[src/hdl/microcodePkg.sv]
// -------------------------------------------------------------------------
// Microcode definitions for the calculator control store
// Field widths, branch operations, register destinations, fixed addresses
// -------------------------------------------------------------------------
`default_nettype none

package microcodePkg;

        // -----------------------------------------------------------------
        // Microword field widths
        localparam int uAddrW = 8;                              // Microaddress
        localparam int bopW   = 4;                              // Branch op
        localparam int destW  = 3;                              // Destination

        // -----------------------------------------------------------------
        // Branch operations
        localparam logic [bopW-1:0] bopCount     = 4'b0110;    // Next word
        localparam logic [bopW-1:0] bopBranch    = 4'b1110;    // Always jump
        localparam logic [bopW-1:0] bopGoN       = 4'b0100;    // Loop while goN high
        localparam logic [bopW-1:0] bopGoHeld    = 4'b1100;    // Loop while goN low
        localparam logic [bopW-1:0] bopZero      = 4'b1101;    // Jump on zero
        localparam logic [bopW-1:0] bopNotZero   = 4'b0101;    // Jump on nonzero
        localparam logic [bopW-1:0] bopOpcode    = 4'b1111;    // Opcode dispatch

        // -----------------------------------------------------------------
        // Register destinations
        localparam logic [destW-1:0] destTbTa    = 3'b100;     // Both temps
        localparam logic [destW-1:0] destTb      = 3'b101;     // Temp B
        localparam logic [destW-1:0] destTa      = 3'b110;     // Temp A
        localparam logic [destW-1:0] destFTa     = 3'b010;     // F and temp A
        localparam logic [destW-1:0] destF       = 3'b011;     // F only
        localparam logic [destW-1:0] destNone    = 3'b111;     // No write

        // Fixed entry points
        localparam logic [uAddrW-1:0] uAddrReset  = 8'h00;     // Reset flash start
        localparam logic [uAddrW-1:0] uAddrWaitGo = 8'h0D;     // Idle wait on goN

endpackage

`default_nettype wire

[src/hdl/aluPkg.sv]
// -------------------------------------------------------------------------
// Datapath definitions: data width, ALU function codes, opcodes
// -------------------------------------------------------------------------
`default_nettype none

package aluPkg;

        localparam int dataW = 8;                               // Datapath
        localparam int opW   = 4;                               // Opcode
        localparam int funcW = 5;                               // ALU function

        // ALU functions
        localparam logic [funcW-1:0] aluA       = 5'b00000;    // Pass A
        localparam logic [funcW-1:0] aluAPlusB  = 5'b01001;    // A+B+cin
        localparam logic [funcW-1:0] aluAMinusB = 5'b00110;    // A-B-1+cin
        localparam logic [funcW-1:0] aluAMinus1 = 5'b01111;    // Decrement
        localparam logic [funcW-1:0] aluB       = 5'b11010;    // Pass B
        localparam logic [funcW-1:0] aluZero    = 5'b10011;    // All zeros
        localparam logic [funcW-1:0] aluOnes    = 5'b11100;    // All ones

        // Supported opcodes
        localparam logic [opW-1:0] opAdd = 4'b0011;
        localparam logic [opW-1:0] opSub = 4'b0111;
        localparam logic [opW-1:0] opMul = 4'b1100;             // Repeated add

endpackage

`default_nettype wire

[src/hdl/aluUnit.sv]
// -------------------------------------------------------------------------
// 8-bit ALU with carry-in and zero flag
// -------------------------------------------------------------------------
`default_nettype none

module aluUnit (
        input  logic [aluPkg::dataW-1:0] aOp,
        input  logic [aluPkg::dataW-1:0] bOp,
        input  logic [aluPkg::funcW-1:0] aluFunc,
        input  logic                     cin,
        output logic [aluPkg::dataW-1:0] aluOut,
        output logic                     aluZero
);

        logic [aluPkg::dataW-1:0] cinExt;               // Carry as an operand

        assign cinExt = {{(aluPkg::dataW-1){1'b0}}, cin};

        always_comb begin
                case (aluFunc)
                aluPkg::aluA:       aluOut = aOp;
                aluPkg::aluAPlusB:  aluOut = aOp + bOp + cinExt;
                aluPkg::aluAMinusB: aluOut = aOp + ~bOp + cinExt;       // Ones complement B
                aluPkg::aluAMinus1: aluOut = aOp + '1;                  // Adding ones wraps
                aluPkg::aluB:       aluOut = bOp;
                aluPkg::aluZero:    aluOut = '0;
                default:            aluOut = '1;                        // Ones, unknown too
                endcase
        end

        assign aluZero = (aluOut == '0);                // Feeds branch test

endmodule

`default_nettype wire

[src/hdl/controlStore.sv]
// -------------------------------------------------------------------------
// Microcode ROM: reset flash, idle wait, dispatch, ADD, SUBTRACT, MULTIPLY
// -------------------------------------------------------------------------
`default_nettype none

module controlStore (
        input  logic [microcodePkg::uAddrW-1:0] uAddr,
        output logic [aluPkg::funcW-1:0]        aluFunc,
        output logic                            cin,
        output logic                            aSel,           // 1 input A, 0 temp A
        output logic                            bSel,           // 1 input B, 0 temp B
        output logic [microcodePkg::destW-1:0]  dest,
        output logic [microcodePkg::bopW-1:0]   bop,
        output logic [microcodePkg::uAddrW-1:0] target
);

        always_comb begin
                // Idle word, each address overrides what it needs
                aluFunc = aluPkg::aluOnes;                      // Ones
                cin     = 1'b0;                                 // No carry
                aSel    = 1'b1;                                 // Input A
                bSel    = 1'b1;                                 // Input B
                dest    = microcodePkg::destNone;               // No write
                bop     = microcodePkg::bopCount;               // Next word
                target  = microcodePkg::uAddrReset;             // Don't care
                case (uAddr)
                // ---------------------------------------------------------
                // Reset flash and wait
                microcodePkg::uAddrReset: begin                 // Flash ones
                        dest   = microcodePkg::destF;           // F
                        bop    = microcodePkg::bopBranch;       // Always
                        target = 8'h0B;                         // Temp preset
                end
                8'h0B: dest = microcodePkg::destTbTa;           // Temps to ones
                8'h0C: begin                                    // Flash zero
                        aluFunc = aluPkg::aluZero;              // Zero
                        dest    = microcodePkg::destF;          // F
                end
                microcodePkg::uAddrWaitGo: begin                // Ones until goN low
                        dest   = microcodePkg::destF;           // F
                        bop    = microcodePkg::bopGoN;          // Loop here
                        target = microcodePkg::uAddrWaitGo;
                end
                8'h0E: begin                                    // Latch inputs, dispatch
                        bop    = microcodePkg::bopOpcode;       // Opcode in high nibble
                        target = 8'h01;                         // Low nibble 1
                end
                // ---------------------------------------------------------
                // ADD and SUBTRACT
                {aluPkg::opAdd, 4'h1}: begin
                        aluFunc = aluPkg::aluAPlusB;            // A+B
                        dest    = microcodePkg::destF;          // F
                end
                {aluPkg::opSub, 4'h1}: begin
                        aluFunc = aluPkg::aluAMinusB;           // A-B-1+cin
                        cin     = 1'b1;                         // Makes it A-B
                        dest    = microcodePkg::destF;          // F
                end
                {aluPkg::opAdd, 4'h2}, {aluPkg::opSub, 4'h2}: begin
                        bop    = microcodePkg::bopGoHeld;       // Hold result
                        target = uAddr;                         // Loop here
                end
                {aluPkg::opAdd, 4'h3}, {aluPkg::opSub, 4'h3}: begin
                        aluFunc = aluPkg::aluZero;              // Flash zero
                        dest    = microcodePkg::destF;          // F
                        bop     = microcodePkg::bopBranch;      // Back to idle
                        target  = microcodePkg::uAddrWaitGo;
                end
                // ---------------------------------------------------------
                // MULTIPLY, temp A counts B down, temp B sums A
                {aluPkg::opMul, 4'h1}: begin
                        aluFunc = aluPkg::aluZero;              // Clear
                        dest    = microcodePkg::destTb;         // Sum
                end
                {aluPkg::opMul, 4'h2}: begin
                        aluFunc = aluPkg::aluB;                 // Input B
                        dest    = microcodePkg::destF;          // F
                        bop     = microcodePkg::bopZero;        // B zero, done
                        target  = {aluPkg::opMul, 4'h7};
                end
                {aluPkg::opMul, 4'h3}: begin
                        aluFunc = aluPkg::aluB;                 // Input B
                        dest    = microcodePkg::destTa;         // Counter
                        bop     = microcodePkg::bopBranch;      // Into the add loop
                        target  = {aluPkg::opMul, 4'h5};
                end
                {aluPkg::opMul, 4'h5}: begin
                        aluFunc = aluPkg::aluAPlusB;            // Input A + sum
                        bSel    = 1'b0;                         // Temp B
                        dest    = microcodePkg::destTb;
                end
                {aluPkg::opMul, 4'h6}: begin
                        aluFunc = aluPkg::aluAMinus1;           // Count down
                        aSel    = 1'b0;                         // Temp A
                        dest    = microcodePkg::destFTa;
                        bop     = microcodePkg::bopNotZero;     // More adds left
                        target  = {aluPkg::opMul, 4'h5};
                end
                {aluPkg::opMul, 4'h7}: begin
                        aluFunc = aluPkg::aluB;                 // Product
                        bSel    = 1'b0;                         // Temp B
                        dest    = microcodePkg::destF;
                        bop     = microcodePkg::bopGoHeld;      // Hold result
                        target  = {aluPkg::opMul, 4'h7};
                end
                {aluPkg::opMul, 4'h8}: begin
                        aluFunc = aluPkg::aluZero;              // Flash zero
                        dest    = microcodePkg::destF;
                        bop     = microcodePkg::bopBranch;      // Back to idle
                        target  = microcodePkg::uAddrWaitGo;
                end
                default: begin                                  // Unused, restart
                        dest = microcodePkg::destF;             // Ones on F
                        bop  = microcodePkg::bopBranch;         // To reset word
                end
                endcase
        end

endmodule

`default_nettype wire

[src/hdl/microSequencer.sv]
// -------------------------------------------------------------------------
// Micro program counter with branch condition select and opcode dispatch
// -------------------------------------------------------------------------
`default_nettype none

module microSequencer (
        input  logic                            clk,
        input  logic                            rstN,
        input  logic                            goN,
        input  logic                            aluZero,
        input  logic [microcodePkg::bopW-1:0]   bop,
        input  logic [microcodePkg::uAddrW-1:0] target,
        input  logic [aluPkg::opW-1:0]          opcode,
        output logic                            load,   // Input latch strobe
        output logic [microcodePkg::uAddrW-1:0] uAddr
);

        logic [microcodePkg::uAddrW-1:0] uAddrInc;      // Fall-through address
        logic [microcodePkg::uAddrW-1:0] uAddrNext;

        assign uAddrInc = uAddr + {{(microcodePkg::uAddrW-1){1'b0}}, 1'b1};
        assign load     = (bop == microcodePkg::bopOpcode);

        always_comb begin
                case (bop)
                microcodePkg::bopCount:   uAddrNext = uAddrInc;
                microcodePkg::bopBranch:  uAddrNext = target;
                microcodePkg::bopGoN:     uAddrNext = goN ? target : uAddrInc;
                microcodePkg::bopGoHeld:  uAddrNext = goN ? uAddrInc : target;
                microcodePkg::bopZero:    uAddrNext = aluZero ? target : uAddrInc;
                microcodePkg::bopNotZero: uAddrNext = aluZero ? uAddrInc : target;
                microcodePkg::bopOpcode:                        // Routine entry
                        uAddrNext = {opcode,
                                     target[microcodePkg::uAddrW-aluPkg::opW-1:0]};
                default:                  uAddrNext = microcodePkg::uAddrReset;
                endcase
        end

        always_ff @(posedge clk or negedge rstN) begin
                if (!rstN) begin
                        uAddr <= microcodePkg::uAddrReset;
                end else begin
                        uAddr <= uAddrNext;                     // One word per clock
                end
        end

endmodule

`default_nettype wire

[src/hdl/regBank.sv]
// -------------------------------------------------------------------------
// Input, temp and F registers with operand muxes and write decode
// -------------------------------------------------------------------------
`default_nettype none

module regBank (
        input  logic                           clk,
        input  logic                           rstN,
        input  logic                           load,
        input  logic [aluPkg::opW-1:0]         opcode,
        input  logic [aluPkg::dataW-1:0]       dataA,
        input  logic [aluPkg::dataW-1:0]       dataB,
        input  logic                           aSel,
        input  logic                           bSel,
        input  logic [microcodePkg::destW-1:0] dest,
        input  logic [aluPkg::dataW-1:0]       aluOut,
        output logic [aluPkg::dataW-1:0]       aOp,
        output logic [aluPkg::dataW-1:0]       bOp,
        output logic [aluPkg::opW-1:0]         opcodeReg,
        output logic [aluPkg::dataW-1:0]       result   // F register
);

        logic [aluPkg::opW-1:0]   opcodeQ;
        logic [aluPkg::dataW-1:0] inA;
        logic [aluPkg::dataW-1:0] inB;
        logic [aluPkg::dataW-1:0] tempA;
        logic [aluPkg::dataW-1:0] tempB;
        logic                     wrTa;
        logic                     wrTb;
        logic                     wrF;

        assign wrTa = dest inside {microcodePkg::destTbTa, microcodePkg::destTa,
                                   microcodePkg::destFTa};
        assign wrTb = dest inside {microcodePkg::destTbTa, microcodePkg::destTb};
        assign wrF  = dest inside {microcodePkg::destFTa, microcodePkg::destF};

        assign aOp       = aSel ? inA : tempA;
        assign bOp       = bSel ? inB : tempB;
        assign opcodeReg = load ? opcode : opcodeQ;     // Dispatch sees new opcode

        always_ff @(posedge clk or negedge rstN) begin
                if (!rstN) begin
                        opcodeQ <= '0;
                        inA     <= '0;
                        inB     <= '0;
                        tempA   <= '0;
                        tempB   <= '0;
                        result  <= '0;
                end else begin
                        if (load) begin                 // Dispatch word
                                opcodeQ <= opcode;
                                inA     <= dataA;
                                inB     <= dataB;
                        end
                        if (wrTa) tempA  <= aluOut;
                        if (wrTb) tempB  <= aluOut;
                        if (wrF)  result <= aluOut;
                end
        end

endmodule

`default_nettype wire

[src/hdl/microCalc.sv]
// -------------------------------------------------------------------------
// Microprogrammed 8-bit calculator top level
// -------------------------------------------------------------------------
`default_nettype none

module microCalc (
        input  logic                     clk,
        input  logic                     rstN,
        input  logic                     goN,           // Start, active low
        input  logic [aluPkg::opW-1:0]   opcode,
        input  logic [aluPkg::dataW-1:0] dataA,
        input  logic [aluPkg::dataW-1:0] dataB,
        output logic [aluPkg::dataW-1:0] result
);

        logic [microcodePkg::uAddrW-1:0] uAddr;
        logic [microcodePkg::uAddrW-1:0] target;
        logic [microcodePkg::bopW-1:0]   bop;
        logic [microcodePkg::destW-1:0]  dest;
        logic [aluPkg::funcW-1:0]        aluFunc;
        logic [aluPkg::dataW-1:0]        aOp;
        logic [aluPkg::dataW-1:0]        bOp;
        logic [aluPkg::dataW-1:0]        aluOut;
        logic [aluPkg::opW-1:0]          opcodeReg;
        logic                            cin;
        logic                            aSel;
        logic                            bSel;
        logic                            aluZero;
        logic                            load;

        microSequencer i_seq (.clk(clk), .rstN(rstN), .goN(goN), .aluZero(aluZero),
                              .bop(bop), .target(target), .opcode(opcodeReg),
                              .load(load), .uAddr(uAddr));

        controlStore i_store (.uAddr(uAddr), .aluFunc(aluFunc), .cin(cin), .aSel(aSel),
                              .bSel(bSel), .dest(dest), .bop(bop), .target(target));

        aluUnit i_alu (.aOp(aOp), .bOp(bOp), .aluFunc(aluFunc), .cin(cin),
                       .aluOut(aluOut), .aluZero(aluZero));

        regBank i_regs (.clk(clk), .rstN(rstN), .load(load), .opcode(opcode),
                        .dataA(dataA), .dataB(dataB), .aSel(aSel), .bSel(bSel),
                        .dest(dest), .aluOut(aluOut), .aOp(aOp), .bOp(bOp),
                        .opcodeReg(opcodeReg), .result(result));

endmodule

`default_nettype wire

[config.mk]
export PLATFORM = sky130hd
export DESIGN_NAME = microCalc
export DESIGN_NICKNAME = d
export VERILOG_FILES = /design/src/hdl/microcodePkg.sv /design/src/hdl/aluPkg.sv /design/src/hdl/aluUnit.sv /design/src/hdl/controlStore.sv /design/src/hdl/microSequencer.sv /design/src/hdl/regBank.sv /design/src/hdl/microCalc.sv
export SDC_FILE = /design/constraint.sdc
export NUM_CORES = 1
export LEC_CHECK = 0
export BUFFER_PORTS_ARGS = -buffer_cell sky130_fd_sc_hd__buf_4
export CORE_UTILIZATION = 48
export CTS_CLUSTER_SIZE = 25
export DETAILED_ROUTE_END_ITERATION = 10
export PLACE_DENSITY = 0.72
export SLEW_MARGIN = 0
export SYNTH_ARGS = -nofsm -noshare
export SYNTH_HDL_FRONTEND = slang
export SYNTH_HIERARCHICAL = 1
export SYNTH_SLANG_ARGS = --single-unit
[constraint.sdc]
create_clock -name clk -period 5.83 [get_ports clk]
set_input_delay 1.166 -clock clk [delete_from_list [all_inputs] [get_ports clk]]
set_output_delay 1.166 -clock clk [all_outputs]
set_load 0.02 [all_outputs]
== Word level (Yosys, flattened, before mapping) ==
Index checks and enable logic that the tools add are counted.

* Add/sub/neg operators: 6
* Eq/ne operators: 34
* Multiplexer cells: 13
* Bitwise gates (word level): 1
* Reductions and logical operators: 18

{| class="wikitable"
|+ Operator list
! operator !! count
|-
| $pmux W8 S6 || 2
|-
| $eq A8 B8 Y1 const B || 7
|-
| $pmux W8 S7 || 1
|-
| $mux W8 || 6
|-
| $eq A8 B4 Y1 const B || 4
|-
| $pmux W5 S5 || 1
|-
| $eq A8 B6 Y1 const B || 3
|-
| $eq A8 B7 Y1 const B || 3
|-
| $pmux W4 S6 || 1
|-
| $add A8 B1 Y8 || 2
|-
| $add A8 B8 Y8 || 2
|-
| $eq A4 B4 Y1 const B || 4
|-
| $logic_not A8 Y1 || 2
|-
| $pmux W3 S5 || 1
|-
| $eq A4 B3 Y1 const B || 3
|-
| $reduce_or A2 Y1 || 6
|-
| $eq A5 B4 Y1 const B || 2
|-
| $eq A5 B5 Y1 const B || 2
|-
| $eq A3 B3 Y1 const B || 3
|-
| $reduce_or A3 Y1 || 3
|-
| $add A8 B1 Y8 const B || 1
|-
| $add A8 B8 Y8 const B || 1
|-
| $not A8 Y8 || 1
|-
| $eq A3 B2 Y1 const B || 2
|-
| other kinds (8) || 9
|}

* Flip-flop bits (word level): 48
* Bits of input ports: 23
* Output and inout port bits: 8
* Word-level logic and storage cells: 78

== Depth between registers and ports, before layout ==
* Depth in word-level cells: 10
* Mapped depth: 20
* Mapped depth without buffers: 18

== By module ==
Netlist, hierarchy kept.

{| class="wikitable"
|+ By module, submodules not included
! module !! times used !! cells an instance !! area an instance (um^2) !! sequential area each (um^2)
|-
| regBank || 1 || 113 || 1913.1 || 1101.1
|-
| aluUnit || 1 || 172 || 1227.4 || 0.0
|-
| microSequencer || 1 || 62 || 589.3 || 200.2
|-
| controlStore || 1 || 92 || 555.5 || 0.0
|}

== Worst setup path after synthesis ==
No wires, ideal clock.

* Path kind: reg-to-reg
* From: register i_seq/uAddr[4] (netlist bit)
* To: register i_seq/uAddr[4] (netlist bit)
* Setup time: 139 ps
* Arrival time: 4311 ps
* Data required time: 5691 ps
* Path slack: 1380 ps
* Stages on the path, launching flop included: 20
* Buffers on the path: 1
* Period minus slack after synthesis: 4450 ps
* Cells stage by stage: dfrtp_1 nand4bb_2 nor3_2 nand2_1 buf_2 mux2_2 inv_1 fa_1 inv_1 fa_1 a31o_2 a221o_1 nand2_1 nand3_2 or3_1 nor4_2 nand2b_2 a21oi_4 a21oi_2 o221ai_1

* Elaborated cells on any way between the ends: 61
* Those cells by class: 6 x add/sub; 29 x eq/ne; 12 x mux; 1 x bitwise; 13 x reduce/logical

{| class="wikitable"
|+ RTL lines
! element !! line !! text
|-
| start: declaration || microSequencer.sv:15 || <nowiki>output logic [microcodePkg::uAddrW-1:0] uAddr</nowiki>
|-
| start signal: assignment || microSequencer.sv:41 || <nowiki>uAddr <= microcodePkg::uAddrReset;</nowiki>
|-
| start signal: assignment || microSequencer.sv:43 || <nowiki>uAddr <= uAddrNext;</nowiki>
|-
| $eq A8 B8 Y1 * || controlStore.sv:26 || <nowiki>case (uAddr)</nowiki>
|-
| $mux W8 * || regBank.sv:37 || <nowiki>assign aOp = aSel ? inA : tempA;</nowiki>
|-
| via aOp, one bit || microCalc.sv:21 || <nowiki>logic [aluPkg::dataW-1:0] aOp;</nowiki>
|-
| $add A8 B8 Y8, on equally long branches || aluUnit.sv:23, aluUnit.sv:22 ||
|-
| $add A8 B1 Y8, on equally long branches || aluUnit.sv:23, aluUnit.sv:22 ||
|-
| $pmux W8 S6 * || aluUnit.sv:20 || <nowiki>case (aluFunc)</nowiki>
|-
| via aluOut, one bit || microCalc.sv:23 || <nowiki>logic [aluPkg::dataW-1:0] aluOut;</nowiki>
|-
| $logic_not A8 Y1 * || aluUnit.sv:31 || <nowiki>assign aluZero = (aluOut == '0);</nowiki>
|-
| via aluZero || microCalc.sv:28 || <nowiki>logic aluZero;</nowiki>
|-
| $mux W8, on equally long branches || microSequencer.sv:31, microSequencer.sv:30 ||
|-
| $pmux W8 S7 * || microSequencer.sv:25 || <nowiki>case (bop)</nowiki>
|-
| via i_seq.uAddrNext, one bit || microSequencer.sv:19 || <nowiki>logic [microcodePkg::uAddrW-1:0] uAddrNext;</nowiki>
|}

The timed path passes the listed nets; every way through them passes the cells marked *.
A chain may end at the register's enable or synchronous reset.

== Worst setup path in the final report ==
Ends and elaborated chain as after synthesis.

==> flow_summary.ini <==
[global_routing]
grt_pass1_vias = 3180
antenna_found_initial = 0
grt_max_degree = 53
track_usage_pct = 23.5
grt_overflow = 0
grt_pass1_wl_um = 16700

[routing]
wl_met2_um = 4750
wl_per_cell_um = 18.7
post-route-drc-count = 0
dr.pass1.iters = 5
drt_iter0_drc = 401
wl_um = 10500
vias_per_cell = 6.17
ant_nets = 0
dr.max_layer_used = met4
vias = 3471
met3_length_um = 667
wirelength_met1_um = 4950

[clock_tree]
clkTransAtPathRegs_ns = 0.10
cts_tree = yes
clk_path_buf_depth = 2
htreeDepth = 2
hold_buffers = 0
cts_sinks = 52
clock_latency_ns = 0.31
cts-resized-gates = 0
cts-root-buf = clkbuf_8
numCtsBuffers = 5
post_cts_buffers = 0

[cells_and_area]
diodes = 0
final_cells = 563
drive_gt1_share_pct = 28.4
area_growth_syn_to_layout_pct = 7.27
nets = 495

[sta]
setup-tns-final_ns = 0
final-hold-violation-count = 0
finalClockSkew_ns = 0.00828
fin_ws_ns = 0.760
worst_pin_slew_ns = 1.16
rsz0062_at_grt = false
drv_slew = 0
post-route-min-period_ns = 5.07
maxSlewHeadroom_pct = 22.6
finalCritPeriodShare_pct = 87.0
setup_viol = 0
worst_hold_slack_ns = 0.512
max_clock_freq_mhz = 197

[setup_path]
cp-end-kind = flop
crit_required_ns = 6.01
startpoint_type = flop
worst_ep_arrival_time_ns = 5.25
crit_type = flop to flop
r2r_slack_ns = 0.76
cp_max_fo = 9

[synthesis]
ys_types = 82
postSynthAreaPerCell_um2 = 9.76
synth.most_common_cell = dfrtp_1
synthXorXnorAreaFrac_pct = 2.86
syn_area_um2 = 4290
synthArstFlopShare_pct = 100
synthSimpleGateAreaFrac_pct = 19.8
synthTopCellsByCount = 52 x dfrtp_1, 44 x mux2_2, 30 x nand2_1
synth_ff_type = dfrtp_1
synth.area.mux_share_pct = 17.7
syn_inst = 439
synth_area_leaders = dfrtp_1 30%, mux2_2 12%, mux2_4 5.6%
synth.largest_area_cell = dfrtp_1
yosys_warnings = 6
syn_nets = 480
synth_top_family_by_area = simple AND/OR/NAND/NOR gates
synth_edf_count = 0
synth_fa_ha_area_share_pct = 5.96
synth-compound-area-share_pct = 16.8
synth_top_cell_area_share_pct = 30.4
ys_seq_elements = 52
yosysSeqAreaShare_pct = 30.4

[floorplan]
rows = 34
die_y_um = 96.5
die_width_um = 96.5
initial_core_util_pct = 49.4
ioPinCount = 31
die-area_um2 = 9310
fp.coreArea_um2 = 8680

[power]
power.leakage_nw = 1.99
finalPower_mw = 0.888
ir_drop_mv = 0.121
p_per_area_nw_per_um2 = 193

[run_status]
status = finished, final reports clean

[placement]
pre_cts_slack_ns = 0.845
dp_cells = 555
port_buffers = 30
hpwlAfterDp_um = 7860
place.gp.congestion = 0.902

[flow_run]
cap_violations = 0

[worst_hold_path]
min_path_type = flop to flop
-- state kept, by name, indices dropped and copies added, names as in the netlist --
register and count:
i_regs/inA 8, i_regs/inB 8, i_regs/opcodeQ 4, i_regs/result 8
i_regs/tempA 8, i_regs/tempB 8, i_seq/uAddr 8
-- metal layers --
metal | global-route usage, % | vias up
li1 | - | 1638
met1 | 34.2 | 1668
met2 | 37.2 | 146
met3 | 3.13 | 19
met4 | 4.66 | 0
met5 | 0 | -
-- final timing paths --
kind | cells past startpoint | end | startpoint
min | 1 | i_regs/opcodeQ[0]$_DFF_PN0_ | i_regs/opcodeQ[0]$_DFF_PN0_
max reg2reg | 19 | i_seq/uAddr[4]$_DFF_PN0_ | i_seq/uAddr[4]$_DFF_PN0_
max | 19 | i_seq/uAddr[4]$_DFF_PN0_ | i_seq/uAddr[4]$_DFF_PN0_
min in group asynchronous | 1 | i_regs/inB[5]$_DFFE_PN0P_ | rstN
min reg2reg | 1 | i_regs/opcodeQ[0]$_DFF_PN0_ | i_regs/opcodeQ[0]$_DFF_PN0_
max in group asynchronous | 1 | i_regs/opcodeQ[0]$_DFF_PN0_ | rstN
-- metrics by stage --
| step | instance area [um2] | utilization, % |
|---|---|---|
| floorplan | 4290 | - |
| global placement | 4500 | 51.8 |
| detailed placement | 4500 | 51.8 |
| CTS | 4600 | 53.0 |
| global route | 4600 | 53.0 |
| finish | 4600 | 53.0 |
-- cells in the final DEF (no fill, tap or decap), types with 3 or more instances in the layout --
cell type,count
mux2_2,44
mux2_4,16
inv_1,25
o22ai_1,7
nand4_1,3
o221ai_1,5
a221oi_1,6
a21o_1,5
or3_1,5
a221o_1,5
ha_1,14
and2_1,4
xor2_1,3
xnor2_1,11
nor3b_1,3
o21ai_0,14
and3_1,5
fa_1,4
a21oi_1,21
nor3_1,9
nand2_1,30
dfrtp_1,52
clkbuf_8,5
nor2b_1,6
buf_4,34
nand2b_1,10
nand3_1,14
nor2_1,26
-- where the power goes --
| part | switching [mW] | internal, mW | total, mW |
|---|---|---|---|
| logic | 0.112 | 0.0974 | 0.210 |
| registers | 0.0506 | 0.401 | 0.451 |
| clock network | 0.136 | 0.0910 | 0.226 |
| total | 0.299 | 0.589 | 0.888 |
-- cells by family after synthesis --
kind of cell,count (synthesis)
and+or+nand+nor,144
AOI/OAI and AO/OA,96
muxes,62
DFF,52
buffers and inverters,52
adders and majority gates,18
xor gates and xnor gates,14
other,1
-- final cells by class --
class | count | area (um2)
clock buffers | 5 | 68.8
clock inverters | 3 | 28.8
fillers | 806 | 4080
inverters | 26 | 97.6
multi-input cells | 335 | 2710
flip-flops and latches | 52 | 1300
well taps | 108 | 135
repair buffers | 34 | 255
-- critical path: stages, from the launching register on --
cell       delay (ns)
dfrtp_1          0.48
nand4bb_2        0.37
nor3_2           0.34
nand2_1          0.09
buf_4            0.20
mux2_2           0.32
inv_1            0.16
fa_1             0.22
inv_1            0.06
fa_1             0.39
a221oi_1         0.42
o221ai_1         0.20
nand2_1          0.10
nand3_2          0.11
or3_1            0.40
nor4_2           0.34
nand2b_2         0.23
a21oi_2          0.08
o21ai_4          0.28
o221ai_1         0.15
Power figures use the tool's default switching activity.
